**config.mk**
```make
export PLATFORM = sky130hd
export DESIGN_NAME = fetch_stage
export DESIGN_NICKNAME = d
export VERILOG_FILES = /design/src/design/fetch_data_pkg.sv /design/src/design/fetch_ctrl_pkg.sv /design/src/design/fetch_bus_if.sv /design/src/design/fetch_pc_select.sv /design/src/design/prefetch_buffer.sv /design/src/design/wb_instr_master.sv /design/src/design/fetch_stage.sv
export VERILOG_INCLUDE_DIRS = /design/src /design/src/design
export SDC_FILE = /design/constraint.sdc
export NUM_CORES = 1
export LEC_CHECK = 0
export BUFFER_PORTS_ARGS = -buffer_cell sky130_fd_sc_hd__buf_2
export CAP_MARGIN = 20
export CORE_ASPECT_RATIO = 0.5
export CORE_MARGIN = 4
export CORE_UTILIZATION = 46
export CTS_CLUSTER_SIZE = 16
export DETAILED_ROUTE_END_ITERATION = 7
export HOLD_SLACK_MARGIN = 0.08
export MAX_ROUTING_LAYER = met4
export PLACE_DENSITY = 0.77
export SYNTH_ARGS = -nofsm -noshare
export SYNTH_HDL_FRONTEND = slang
export SYNTH_SLANG_ARGS = --single-unit
```
**constraint.sdc**
```tcl
create_clock -name clk -period 6 [get_ports clk]
set_clock_uncertainty 0.15 [all_clocks]
set_input_delay 0.3 -clock clk [delete_from_list [all_inputs] [get_ports clk]]
set_output_delay 0.3 -clock clk [all_outputs]
set_load 0.02 [all_outputs]
```
**src/design/fetch_macros.svh**
```systemverilog
// Build-time constants of the fetch subsystem
// FETCH_DEPTH must be a power of two and at least 2
// MTVEC_W + IRQ_ID_W + 3 must equal 32 for the vectored trap target
`ifndef FETCH_MACROS_SVH
`define FETCH_MACROS_SVH

//////////////////////////////////////////////////
// Prefetch buffer
//////////////////////////////////////////////////

// Entries in the prefetch FIFO, also the cap on bus requests in flight
`define FETCH_DEPTH 2

//////////////////////////////////////////////////
// Trap vectoring
//////////////////////////////////////////////////

// Interrupt id used as the vector table index
`define IRQ_ID_W 5
// Upper bits of mtvec, the vector table is 256-byte aligned
`define MTVEC_W 24

`endif

```
**src/design/fetch_data_pkg.sv**
```systemverilog
// Data widths of the fetch subsystem
// IRQ id and mtvec widths come from the macros header
// Addresses are byte addresses, fetch only ever uses word-aligned ones
`include "fetch_macros.svh"

package fetch_data_pkg;

  // Byte address on the fetch path
  typedef logic [31:0] addr_t;

  // One uncompressed instruction word
  typedef logic [31:0] instr_t;

  // Interrupt id for vectoring
  typedef logic [`IRQ_ID_W-1:0] irq_id_t;

  // Trap vector base, lower 8 bits of mtvec are implied zero
  typedef logic [`MTVEC_W-1:0] mtvec_t;

endpackage

```
**src/design/fetch_ctrl_pkg.sv**
```systemverilog
// Control encodings driven by the external controller
// Encodings are 3 bits wide, unused codes fall back to safe defaults

package fetch_ctrl_pkg;

  // Source of the next fetch address on a redirect
  typedef enum logic [2:0] {
    PC_BOOT      = 3'b000,
    PC_FENCEI    = 3'b001,
    PC_JUMP      = 3'b010,
    PC_BRANCH    = 3'b011,
    PC_EXCEPTION = 3'b100,
    PC_MRET      = 3'b101,
    PC_DRET      = 3'b111
  } pc_mux_e;

  // Trap target, only looked at when the PC source is PC_EXCEPTION
  typedef enum logic [2:0] {
    // Synchronous exception, base of the vector table
    EXC_PC_EXCEPTION = 3'b000,
    // Vectored interrupt
    EXC_PC_IRQ       = 3'b001,
    // Debug halt entry
    EXC_PC_DBD       = 3'b010,
    // Exception while in debug mode
    EXC_PC_DBE       = 3'b011,
    // Non-maskable interrupt
    EXC_PC_NMI       = 3'b100
  } exc_pc_mux_e;

endpackage

```
**src/design/fetch_bus_if.sv**
```systemverilog
// Fetch request/response link between prefetch buffer and bus master
// One response per accepted request, in order, as a one-cycle pulse
// req_addr must hold while req_valid is high and req_ready is low
`timescale 1ns/10ps

interface fetch_bus_if;
  import fetch_data_pkg::*;

  // Request channel
  logic   req_valid;
  logic   req_ready;
  addr_t  req_addr;

  // Response channel, no back-pressure
  logic   rsp_valid;
  instr_t rsp_rdata;
  logic   rsp_err;

  // Prefetch buffer side
  modport requester (
    output req_valid,
    output req_addr,
    input  req_ready,
    input  rsp_valid,
    input  rsp_rdata,
    input  rsp_err
  );

  // Bus master side
  modport responder (
    input  req_valid,
    input  req_addr,
    output req_ready,
    output rsp_valid,
    output rsp_rdata,
    output rsp_err
  );

endinterface

```
**src/design/fetch_pc_select.sv**
```systemverilog
// Next fetch address and trap target selection, purely combinational
// Output address is always word aligned
// Vectored IRQ target assumes mtvec base plus id fills exactly 32 bits
`timescale 1ns/10ps

module fetch_pc_select (
  input  fetch_ctrl_pkg::pc_mux_e     pc_mux_i,
  input  fetch_ctrl_pkg::exc_pc_mux_e exc_pc_mux_i,
  input  fetch_data_pkg::irq_id_t     irq_id_i,
  input  fetch_data_pkg::mtvec_t      mtvec_i,
  input  fetch_data_pkg::addr_t       boot_addr_i,
  input  fetch_data_pkg::addr_t       jump_target_i,
  input  fetch_data_pkg::addr_t       branch_target_i,
  input  fetch_data_pkg::addr_t       mepc_i,
  input  fetch_data_pkg::addr_t       dpc_i,
  input  fetch_data_pkg::addr_t       dm_halt_addr_i,
  input  fetch_data_pkg::addr_t       dm_exception_addr_i,
  input  fetch_data_pkg::addr_t       nmi_addr_i,
  input  fetch_data_pkg::addr_t       fencei_pc_i,
  input  logic                        pc_set_i,
  output fetch_data_pkg::addr_t       branch_addr_o,
  output logic                        csr_mtvec_init_o
);
  import fetch_ctrl_pkg::*;
  import fetch_data_pkg::*;

  addr_t exc_pc;
  addr_t addr_n;

  // Trap target
  always_comb
  begin
    unique case (exc_pc_mux_i)
      // All synchronous exceptions share the table base
      EXC_PC_EXCEPTION: exc_pc = {mtvec_i, 8'h00};
      // One word per interrupt id
      EXC_PC_IRQ:       exc_pc = {mtvec_i, 1'b0, irq_id_i, 2'b00};
      EXC_PC_DBD:       exc_pc = {dm_halt_addr_i[31:2], 2'b00};
      EXC_PC_DBE:       exc_pc = {dm_exception_addr_i[31:2], 2'b00};
      EXC_PC_NMI:       exc_pc = {nmi_addr_i[31:2], 2'b00};
      default:          exc_pc = {mtvec_i, 8'h00};
    endcase
  end

  // PC source
  always_comb
  begin
    unique case (pc_mux_i)
      PC_BOOT:      addr_n = {boot_addr_i[31:2], 2'b00};
      PC_JUMP:      addr_n = jump_target_i;
      PC_BRANCH:    addr_n = branch_target_i;
      PC_EXCEPTION: addr_n = exc_pc;
      PC_MRET:      addr_n = mepc_i;
      PC_DRET:      addr_n = dpc_i;
      // Refetch starts right after the FENCE.I itself
      PC_FENCEI:    addr_n = fencei_pc_i + 32'd4;
      default:      addr_n = {boot_addr_i[31:2], 2'b00};
    endcase
  end

  // No compressed support, so force word alignment
  assign branch_addr_o = {addr_n[31:2], 2'b00};

  // CSR file loads its mtvec reset value on the boot redirect
  assign csr_mtvec_init_o = pc_set_i && (pc_mux_i == PC_BOOT);

endmodule

```
**src/design/prefetch_buffer.sv**
```systemverilog
// Prefetch buffer, FIFO of fetched words with their PC and error flag
// Requests in flight, stale ones included, never exceed FETCH_DEPTH
// A redirect empties the FIFO at once, stale responses are counted out
`timescale 1ns/10ps
`include "fetch_macros.svh"

module prefetch_buffer (
  input  logic                  clk,
  input  logic                  rst_n,
  input  logic                  pc_set_i,
  input  fetch_data_pkg::addr_t branch_addr_i,
  input  logic                  ready_i,
  output logic                  valid_o,
  output fetch_data_pkg::instr_t instr_o,
  output fetch_data_pkg::addr_t pc_o,
  output logic                  err_o,
  output logic                  busy_o,
  fetch_bus_if.requester        bus
);
  import fetch_data_pkg::*;

  localparam int unsigned PTR_W = $clog2(`FETCH_DEPTH);
  localparam int unsigned CNT_W = $clog2(`FETCH_DEPTH + 1);
  localparam logic [CNT_W:0] DEPTH_C = `FETCH_DEPTH;

  //////////////////////////////////////////////////
  // State
  //////////////////////////////////////////////////

  // Set by the first redirect, nothing is fetched before it
  logic             active_q;
  // Address of the next request
  addr_t            fetch_addr_q;
  // PC of the next live response
  addr_t            rsp_pc_q;
  logic [PTR_W-1:0] rd_ptr_q;
  logic [PTR_W-1:0] wr_ptr_q;
  logic [CNT_W-1:0] count_q;
  logic [CNT_W-1:0] count_d;
  // Live requests awaiting a response
  logic [CNT_W-1:0] out_q;
  logic [CNT_W-1:0] out_d;
  // Responses still due for the old stream
  logic [CNT_W-1:0] disc_q;
  logic [CNT_W-1:0] disc_d;
  logic [CNT_W:0]   inflight;

  // FIFO storage
  instr_t           word_q [`FETCH_DEPTH];
  addr_t            pc_q   [`FETCH_DEPTH];
  logic             err_q  [`FETCH_DEPTH];

  logic             accept;
  logic             rsp_live;
  logic             rsp_stale;
  logic             push;
  logic             pop;

  //////////////////////////////////////////////////
  // Request and response handling
  //////////////////////////////////////////////////

  // Stale requests still occupy a slot until their response drains
  assign inflight = count_q + out_q + disc_q;

  // Hold off during a redirect, fetch_addr_q is about to change
  assign bus.req_valid = active_q && !pc_set_i && (inflight < DEPTH_C);
  assign bus.req_addr  = fetch_addr_q;
  assign accept        = bus.req_valid && bus.req_ready;

  // Oldest responses belong to the old stream
  assign rsp_stale = bus.rsp_valid && (disc_q != '0);
  assign rsp_live  = bus.rsp_valid && (disc_q == '0);
  assign push      = rsp_live && !pc_set_i;
  assign pop       = valid_o && ready_i;

  // Counter updates
  always_comb
  begin
    count_d = count_q;
    out_d   = out_q;
    disc_d  = disc_q;
    if (push && !pop)
      count_d = count_q + 1'b1;
    else if (!push && pop)
      count_d = count_q - 1'b1;
    if (accept && !rsp_live)
      out_d = out_q + 1'b1;
    else if (!accept && rsp_live)
      out_d = out_q - 1'b1;
    if (rsp_stale)
      disc_d = disc_q - 1'b1;
    // Redirect, everything still open becomes stale
    if (pc_set_i)
    begin
      count_d = '0;
      disc_d  = disc_d + out_d;
      out_d   = '0;
    end
  end

  always_ff @(posedge clk, negedge rst_n)
  begin
    if (!rst_n)
    begin
      active_q     <= 1'b0;
      fetch_addr_q <= '0;
      rsp_pc_q     <= '0;
      rd_ptr_q     <= '0;
      wr_ptr_q     <= '0;
      count_q      <= '0;
      out_q        <= '0;
      disc_q       <= '0;
    end
    else
    begin
      count_q <= count_d;
      out_q   <= out_d;
      disc_q  <= disc_d;
      if (pc_set_i)
      begin
        active_q     <= 1'b1;
        fetch_addr_q <= branch_addr_i;
        rsp_pc_q     <= branch_addr_i;
        rd_ptr_q     <= '0;
        wr_ptr_q     <= '0;
      end
      else
      begin
        if (accept)
          fetch_addr_q <= fetch_addr_q + 32'd4;
        if (push)
        begin
          wr_ptr_q <= wr_ptr_q + 1'b1;
          rsp_pc_q <= rsp_pc_q + 32'd4;
        end
        // Pointers wrap naturally, depth is a power of two
        if (pop)
          rd_ptr_q <= rd_ptr_q + 1'b1;
      end
    end
  end

  //////////////////////////////////////////////////
  // FIFO
  //////////////////////////////////////////////////

  always_ff @(posedge clk)
  begin
    if (push)
    begin
      word_q[wr_ptr_q] <= bus.rsp_rdata;
      pc_q[wr_ptr_q]   <= rsp_pc_q;
      err_q[wr_ptr_q]  <= bus.rsp_err;
    end
  end

  // Head of the FIFO
  assign valid_o = (count_q != '0);
  assign instr_o = word_q[rd_ptr_q];
  assign pc_o    = pc_q[rd_ptr_q];
  assign err_o   = err_q[rd_ptr_q];

  assign busy_o  = (out_q != '0) || (disc_q != '0);

endmodule

```
**src/design/wb_instr_master.sv**
```systemverilog
// Wishbone classic read master for single-word instruction fetches
// Only one bus cycle is open at a time, no pipelined mode
// cyc and stb drop for at least one cycle between transfers
`timescale 1ns/10ps

module wb_instr_master (
  input  logic                   clk,
  input  logic                   rst_n,
  input  fetch_data_pkg::instr_t wb_dat_i,
  input  logic                   wb_ack_i,
  input  logic                   wb_err_i,
  output logic                   wb_cyc_o,
  output logic                   wb_stb_o,
  output fetch_data_pkg::addr_t  wb_adr_o,
  fetch_bus_if.responder         bus
);
  import fetch_data_pkg::*;

  typedef enum logic {
    IDLE,
    WAIT
  } state_e;

  state_e state_q;
  state_e state_d;
  // Address of the open bus cycle
  addr_t  adr_q;
  logic   bus_done;

  // New request only when no cycle is open
  assign bus.req_ready = (state_q == IDLE);

  // Slave terminates with ack or err
  assign bus_done = (state_q == WAIT) && (wb_ack_i || wb_err_i);

  //////////////////////////////////////////////////
  // FSM
  //////////////////////////////////////////////////

  always_comb
  begin
    state_d = state_q;
    unique case (state_q)
      IDLE:
        if (bus.req_valid)
          state_d = WAIT;
      WAIT:
        if (bus_done)
          state_d = IDLE;
      default:
        state_d = IDLE;
    endcase
  end

  always_ff @(posedge clk, negedge rst_n)
  begin
    if (!rst_n)
      state_q <= IDLE;
    else
      state_q <= state_d;
  end

  // Captured on acceptance, held for the whole cycle
  always_ff @(posedge clk)
  begin
    if (bus.req_valid && bus.req_ready)
      adr_q <= bus.req_addr;
  end

  assign wb_cyc_o = (state_q == WAIT);
  assign wb_stb_o = (state_q == WAIT);
  assign wb_adr_o = adr_q;

  // Response is passed straight through in the terminating cycle
  assign bus.rsp_valid = bus_done;
  assign bus.rsp_rdata = wb_dat_i;
  assign bus.rsp_err   = wb_err_i;

endmodule

```
**src/design/fetch_stage.sv**
```systemverilog
// Instruction fetch stage, top level
// Word-aligned fetch only, no compressed instructions, no MPU/PMA
// Nothing is fetched until the first pc_set_i from the controller
// Controller must kill IF when it redirects while decode accepts
`timescale 1ns/10ps

module fetch_stage (
  input  logic                        clk,
  input  logic                        rst_n,

  // Controller
  input  logic                        pc_set_i,
  input  fetch_ctrl_pkg::pc_mux_e     pc_mux_i,
  input  fetch_ctrl_pkg::exc_pc_mux_e exc_pc_mux_i,
  input  fetch_data_pkg::irq_id_t     irq_id_i,
  input  logic                        kill_if_i,
  input  logic                        halt_if_i,
  input  logic                        id_ready_i,

  // Redirect sources
  input  fetch_data_pkg::mtvec_t      mtvec_i,
  input  fetch_data_pkg::addr_t       boot_addr_i,
  input  fetch_data_pkg::addr_t       jump_target_i,
  input  fetch_data_pkg::addr_t       branch_target_i,
  input  fetch_data_pkg::addr_t       mepc_i,
  input  fetch_data_pkg::addr_t       dpc_i,
  input  fetch_data_pkg::addr_t       dm_halt_addr_i,
  input  fetch_data_pkg::addr_t       dm_exception_addr_i,
  input  fetch_data_pkg::addr_t       nmi_addr_i,
  input  fetch_data_pkg::addr_t       fencei_pc_i,

  // Wishbone instruction bus
  output logic                        wb_cyc_o,
  output logic                        wb_stb_o,
  output logic                        wb_we_o,
  output fetch_data_pkg::addr_t       wb_adr_o,
  output logic [3:0]                  wb_sel_o,
  input  fetch_data_pkg::instr_t      wb_dat_i,
  input  logic                        wb_ack_i,
  input  logic                        wb_err_i,

  // Status and decode side
  output logic                        csr_mtvec_init_o,
  output logic                        if_valid_o,
  output fetch_data_pkg::addr_t       pc_if_o,
  output logic                        if_busy_o,
  output logic                        id_valid_o,
  output fetch_data_pkg::instr_t      id_instr_o,
  output fetch_data_pkg::addr_t       id_pc_o,
  output logic                        id_bus_err_o
);
  import fetch_data_pkg::*;

  addr_t  branch_addr;
  logic   pf_valid;
  instr_t pf_instr;
  logic   pf_err;
  logic   if_ready;

  fetch_bus_if bus_if ();

  fetch_pc_select pc_select_i (
    .pc_mux_i            (pc_mux_i),
    .exc_pc_mux_i        (exc_pc_mux_i),
    .irq_id_i            (irq_id_i),
    .mtvec_i             (mtvec_i),
    .boot_addr_i         (boot_addr_i),
    .jump_target_i       (jump_target_i),
    .branch_target_i     (branch_target_i),
    .mepc_i              (mepc_i),
    .dpc_i               (dpc_i),
    .dm_halt_addr_i      (dm_halt_addr_i),
    .dm_exception_addr_i (dm_exception_addr_i),
    .nmi_addr_i          (nmi_addr_i),
    .fencei_pc_i         (fencei_pc_i),
    .pc_set_i            (pc_set_i),
    .branch_addr_o       (branch_addr),
    .csr_mtvec_init_o    (csr_mtvec_init_o)
  );

  prefetch_buffer prefetch_i (
    .clk           (clk),
    .rst_n         (rst_n),
    .pc_set_i      (pc_set_i),
    .branch_addr_i (branch_addr),
    .ready_i       (if_ready),
    .valid_o       (pf_valid),
    .instr_o       (pf_instr),
    .pc_o          (pc_if_o),
    .err_o         (pf_err),
    .busy_o        (if_busy_o),
    .bus           (bus_if.requester)
  );

  wb_instr_master wb_master_i (
    .clk      (clk),
    .rst_n    (rst_n),
    .wb_dat_i (wb_dat_i),
    .wb_ack_i (wb_ack_i),
    .wb_err_i (wb_err_i),
    .wb_cyc_o (wb_cyc_o),
    .wb_stb_o (wb_stb_o),
    .wb_adr_o (wb_adr_o),
    .bus      (bus_if.responder)
  );

  // Read only, full words
  assign wb_we_o  = 1'b0;
  assign wb_sel_o = 4'hF;

  //////////////////////////////////////////////////
  // IF handshake and IF/ID register
  //////////////////////////////////////////////////

  // Nothing is presented while killed or halted
  assign if_valid_o = pf_valid && !kill_if_i && !halt_if_i;
  // Kill drops the head, halt keeps it in the buffer
  assign if_ready   = kill_if_i || (id_ready_i && !halt_if_i);

  // Valid follows IF whenever decode takes, holds otherwise
  always_ff @(posedge clk, negedge rst_n)
  begin
    if (!rst_n)
      id_valid_o <= 1'b0;
    else if (id_ready_i)
      id_valid_o <= if_valid_o;
  end

  always_ff @(posedge clk)
  begin
    if (if_valid_o && id_ready_i)
    begin
      id_instr_o   <= pf_instr;
      id_pc_o      <= pc_if_o;
      id_bus_err_o <= pf_err;
    end
  end

endmodule

```
After elaboration in Yosys (flattened, before gate mapping)
Memories as Yosys holds them, arrays and structs flattened. A register that Yosys moved wholly into a read port is not among the register bits. Cells that the tools add are included.

Equality and inequality tests: 10. $add $sub $neg: 13. Magnitude comparators: 1. Muxes and demuxes: 23. Bitwise operators: 1. Reductions and logical operators: 36.

Operators with widths (number): $pmux W32 S6 (1); $mux W32 (4); $pmux W32 S4 (1); $add A32 B3 Y32 const B (3); $logic_and A1 B1 Y1 (17); $mux W2 (8); $eq A3 B2 Y1 const B (4); $eq A3 B3 Y1 const B (4); $reduce_bool A2 Y1 (6); $mux W1 (8); $logic_not A1 Y1 (7); $eq A3 B1 Y1 const B (2); $sub A2 B1 Y2 const B (3); $add A2 B1 Y2 const B (2); $add A2 B2 Y3 (1); $add A3 B2 Y3 (1); $logic_not A3 Y1 (1); $logic_or A1 B1 Y1 (3); $lt A3 B2 Y1 const B (1); $reduce_bool A3 Y1 (1); $add A1 B1 Y1 const B (2); $add A2 B2 Y2 (1); $logic_not A2 Y1 (1); $pmux W1 S2 (1); $not A1 Y1 (1).

Flip-flop bits (word level): 139. Memory bits (writable): 130. Output and inout port bits: 140. Word-level logic and storage cells: 99. Memories kept: 3.

Memory list: prefetch_i.pc_q (depth 2, width 32, read ports 1, clocked after memory_dff 0, write ports 1, RTL line prefetch_buffer.sv:50) `` addr_t pc_q [`FETCH_DEPTH]; ``; prefetch_i.word_q (depth 2, width 32, read ports 1, clocked after memory_dff 1, write ports 1, RTL line prefetch_buffer.sv:49) `` instr_t word_q [`FETCH_DEPTH]; ``; prefetch_i.err_q (depth 2, width 1, read ports 1, clocked after memory_dff 1, write ports 1, RTL line prefetch_buffer.sv:51) `` logic err_q [`FETCH_DEPTH]; ``.

Depth between registers and ports, before layout
Depth in word-level cells: 11. Mapped depth: 14.

By module
From an unflattened synthesis, not the netlist that was laid out.

Cells, all modules: 1340. Area total of the unflattened synthesis: 15423.5 µm².

By module, submodules not included: prefetch_buffer (area each 8834.7 µm², times used 1, cells an instance 661, seq. area each 5730.5 µm²); fetch_pc_select (area each 3238.1 µm², times used 1, cells an instance 527, seq. area each 0.0 µm²); fetch_stage (area each 2082.0 µm², times used 1, cells an instance 80, seq. area each 1976.9 µm²); wb_instr_master (area each 1268.7 µm², times used 1, cells an instance 72, seq. area each 985.9 µm²).

Least setup slack after synthesis
OpenSTA, ideal clock, no wires.

Path type: register to register. Start point: reg prefetch_i.disc_q[1]. End point: mem prefetch_i.err_q[1] (enable). Data required time: 5.275 ns. Arrival: 5.711 ns. Slack: -0.436 ns. Period minus slack after synthesis: 6.436 ns. Stages on the path, launching flop included: 6. Cell sequence: dfrtp_1 > inv_1 > ha_1 > o211ai_1 > clkbuf_1 > nor3b_1.

Word-level cells in the longest chain between the ends: 5.

RTL lines: from (decl) (RTL line prefetch_buffer.sv:44) `logic [CNT_W-1:0] disc_q;`; from (signal assigned) (RTL line prefetch_buffer.sv:119) `disc_q <= disc_d;`; $logic_not A2 Y1 (RTL line prefetch_buffer.sv:73) `assign rsp_live = bus.rsp_valid && (disc_q == '0);`; $logic_and A1 B1 Y1 (RTL line prefetch_buffer.sv:73); $logic_and A1 B1 Y1 (RTL line prefetch_buffer.sv:74) `assign push = rsp_live && !pc_set_i;`; $mux W1 (RTL line prefetch_buffer.sv:150) `if (push)`; $mux W1 (not written as such) (RTL line prefetch_buffer.sv:154) `err_q[wr_ptr_q] <= bus.rsp_err;`; to (decl) (RTL line prefetch_buffer.sv:51).

Every way passes these cells.

Worst setup path after layout
Start point: reg prefetch_i.count_q[1]. End point: reg prefetch_i.fetch_addr_q[31] (netlist: prefetch_i.bus.req_addr[31]).

Word-level cells in the longest chain between the ends: 6.

RTL lines: from (decl) (RTL line prefetch_buffer.sv:38) `logic [CNT_W-1:0] count_q;`; from (signal assigned) (RTL line prefetch_buffer.sv:117) `count_q <= count_d;`; $add A2 B2 Y3 (RTL line prefetch_buffer.sv:64) `assign inflight = count_q + out_q + disc_q;`; $add A3 B2 Y3 (RTL line prefetch_buffer.sv:64); $lt A3 B2 Y1 (RTL line prefetch_buffer.sv:67) `assign bus.req_valid = active_q && !pc_set_i && (inflight < DEPTH_C);`; $logic_and A1 B1 Y1 (RTL line prefetch_buffer.sv:67); $logic_and A1 B1 Y1 (RTL line prefetch_buffer.sv:69) `assign accept = bus.req_valid && bus.req_ready;`; $reduce_bool A2 Y1 (no line); to (signal assigned) (RTL line prefetch_buffer.sv:123) `fetch_addr_q <= branch_addr_i;`; to (signal assigned) (RTL line prefetch_buffer.sv:131) `fetch_addr_q <= fetch_addr_q + 32'd4;`; to (decl) (RTL line prefetch_buffer.sv:33) `addr_t fetch_addr_q;`.

Every way passes these cells. A chain may end at the register's enable or synchronous reset.

==> key figures <==
Layout
  • FILL cells: 2,638
  • Commonest non-fill, non-tap cell in the layout: buf_2
  • Layout Nets: between 2,000 and 2,500
  • Design Area, Final: 18,900 um2
  • Area added between synthesis and finish: 27.0%
  • Final Core Density: 0.595
  • Share of layout cells above drive strength 1: 0.356
  • Most frequent cells in the layout: 472 x buf_2, 219 x edfxtp_1, 121 x nor2_1

Global routing
  • Tot GR Track Use: 0.277
  • Initial antenna violation count: 9
  • Gr ovfl total: 0
  • Vias in the first global route: 12,630
  • First-pass GRT wire length: around 74 mm
  • Largest net degree at the start of global routing: 73

Clock tree
  • Clock Path Buffers: 3
  • Clock Pin Slew Worst Setup and Hold Paths: 60 ps
  • CTS tree: done
  • Sink Count: 290
  • TritonCTS buffer count: 28
  • CTS root buf: clkbuf_16
  • H-tree levels: 1
  • Worst-Skew Late Latency: between 500 and 600 ps

Route
  • Post-route ant nets: 0
  • Routed WL: ~50 mm
  • Drt wl/cell: 22.6 um
  • Pre-Repair DR Iteration Count: 5
  • DRC: 0
  • Drt initial violations: 1,041
  • Vias: roughly 13,000
  • Post-DR vias/cell: 5.75

Critical path
  • Reg-to-Reg End: prefetch_i.bus.req_addr[31]$_DFFE_PN0N_
  • End of the critical path: prefetch_i.bus.req_addr[31]$_DFFE_PN0N_
  • CP bufs+invs: 4
  • Critical Path Start: prefetch_i.count_q[1]$_DFFE_PN0P_
  • Cells along the critical path: inv_1, fa_1, inv_1, ha_1, xnor2_1, nor4b_2, buf_4, nor2b_4, buf_4, and3_1, nand3_1, xnor2_1, o21a_1
  • CP Launch Type: register
  • R2R Setup Slk: 2520 ps
  • Peak per-stage delay on the critical path: 490 ps
  • Worst path required time: 6270 ps
  • Crit path kind: reg -> reg
  • Crit end category: register
  • CP max FO: 35
  • Register-to-Register Path Depth: 13
  • Critical Path Slowest Stage Cell: fa_1
  • CP top delay family: buffers and inverters
  • Crit path depth: 13
  • Crit path DAT: 3750 ps
  • FF-to-FF Start: prefetch_i.count_q[1]$_DFFE_PN0P_

Logic synthesis
  • Sequential share of the synthesized area: 0.561
  • Mapped cell area: 14,900 um2
  • Mapped Cells: ~1,300
  • Synth warnings: 0
  • Average size of a mapped cell: about 12 um2
  • Synth Flop Type: edfxtp_1
  • EDFF count, synth: 219
  • Asr flop ratio synth: 0.245
  • Unique masters post-synth: 84
  • Synth Register Bits: 290

Power
  • Final Power: around 0.0056 W
  • Comb power frac: 0.234
  • Internal: around 0.0039 W
  • Flop pwr share: 0.469
  • Sw Pwr: 0.00171 W
  • Switching share of power: 0.303
  • Pleak: 7.67 nW
  • Pwr Density: between 200 and 300 nW/um2
  • VDD IR-drop max: 0.202 mV
  • Clock group share of total power: 0.297

Timing
  • Worst-Margin Slew: 1150 ps
  • Final worst-path cycle share: 0.580
  • Max Clk Rate: 287 MHz
  • Setup Total Neg Slack: 0 ps
  • Hold Vio Cnt, Final: 0
  • RSZ-0062 raised after global routing: false
  • Fin crit period: 3480 ps
  • Worst rel slew slack: 0.215
  • Final setup viols: 0
  • Final slew viol count: 0

Hold path
  • Worst Hold Class: in -> reg
  • Min-delay src: boot_addr_i[9]
  • Hold path depth: 4

Placed design
  • Routability congestion estimate: 0.959
  • I/O Buffers: 473
  • DPL Wire Length: 37.9 mm
  • DP Area: around 18,000 um2

Floorplan
  • Die W: 263 um
  • Die height: 135 um
  • Core footprint: 31,800 um2
  • Floorplan row count: 46
  • DIE AREA: 35,500 um2
  • IO Pins: ~500
  • Initial core utilization: 0.468

Run
  • Max cap viols: 0

Run status
  • Run status: complete, no violations
[worst min-delay path, delay by kind of cell]
kind,cells,cell delay (ps)
simple gates,2,290
compound gates,1,60
buf+inv,1,90
[timing repair]
action                    CTS  global route
buffers inserted            0             0
hold buffers               45             0
gates resized for setup     0             0
hold endpoints to repair  155             0
[worst min-delay path by stage]
stage / endpoint / slack, ps
final: prefetch_i.rsp_pc_q[9]$_DFFE_PN0N_ / 110
after global routing: prefetch_i.rsp_pc_q[9]$_DFFE_PN0N_ / 120
after CTS: prefetch_i.rsp_pc_q[9]$_DFFE_PN0N_ / 90
after global placement: prefetch_i.active_q$_DFFE_PN0P_ / 300
after detailed placement: prefetch_i.active_q$_DFFE_PN0P_ / 300
after floorplan: id_valid_o$_DFFE_PN0P_ / -150
[Yosys cell counts (all sizes together), types with 10 or more instances]
cell    count  area, um2
edfxtp    219       6580
nor2      124        473
mux2       72        811
dfrtp      71       1780
a21oi      68        344
nand2      65        246
o21ai      65        329
buf        43        273
clkbuf     43        161
mux2i      39        390
nand3      34        170
o21a       28        210
xnor2      27        236
and3       26        163
inv        24       90.1
nor3       24        120
a31oi      22        144
o22ai      22        144
nand4      21        131
o22a       20        175
xor2       20        175
a221oi     18        164
o221ai     17        149
a22oi      15        113
a211oi     13        103
and4       13        114
nand2b     10       70.1
[registers in the layout, indices dropped and copies added, names as in the netlist]
signal / flops
id_bus_err_o: 1
id_instr_o: 32
id_pc_o: 30
id_valid_o: 1
prefetch_i.active_q: 1
prefetch_i.bus.req_addr: 30
prefetch_i.count_q: 2
prefetch_i.disc_q: 2
prefetch_i.err_q: 2
prefetch_i.out_q: 2
prefetch_i.pc_q: 60
prefetch_i.rd_ptr_q: 1
prefetch_i.rsp_pc_q: 30
prefetch_i.word_q: 64
prefetch_i.wr_ptr_q: 1
wb_master_i.wb_adr_o: 30
wb_master_i.wb_cyc_o: 1
[final cells by class]
| cell class | count | area [um2] | area share |
|---|---|---|---|
| clock buffer | 40 | 797 | 0.0421 |
| clock inverter | 12 | 83.8 | 0.00443 |
| tap | 432 | 541 | 0.0286 |
| sequential | 290 | 8350 | 0.441 |
| multi-input combinational | 889 | 6090 | 0.322 |
| inverter | 25 | 93.8 | 0.00496 |
| antenna | 9 | 22.5 | 0.00119 |
| timing repair buffer | 535 | 2950 | 0.156 |
[per-stage QoR]
step	hold WS, ps	setup WS, ps	cells
floorplan	-146	1780	1290
detailed placement	295	2280	2126
global route	117	2290	2231
CTS	91.6	2550	2223
global placement	299	2300	2126
finish	111	2520	2232
[cell families after synthesis]
family	synth area share
buf+inv	0.0354
fa+ha+maj	0.00806
flops	0.561
xor+xnor	0.0276
mux	0.0806
compound gates	0.168
other cells	0.000504
simple gates	0.119
[power groups by stage]
stage	logic, W	clock network (W)	registers (W)
after global placement	0.00126	0	0.00267
after detailed placement	0.00128	0	0.00268
after global routing	0.00143	0.00180	0.00267
final	0.00132	0.00167	0.00265
after floorplan	0.000708	0	0.00273
after CTS	0.00131	0.00171	0.00264
[per-layer routing]
layer / track usage / vias to the layer above / wire, um / share of wire
met4: 0.0998 / 0 / 1980 / 0.039
met2: 0.487 / 588 / 25700 / 0.51
met3: 0.0321 / 120 / 3210 / 0.064
met1: 0.337 / 6238 / 19500 / 0.39
met5: - / - / 0 / 0
li1: - / 5894 / - / -
Note: power is estimated with default switching activity, not from simulation.
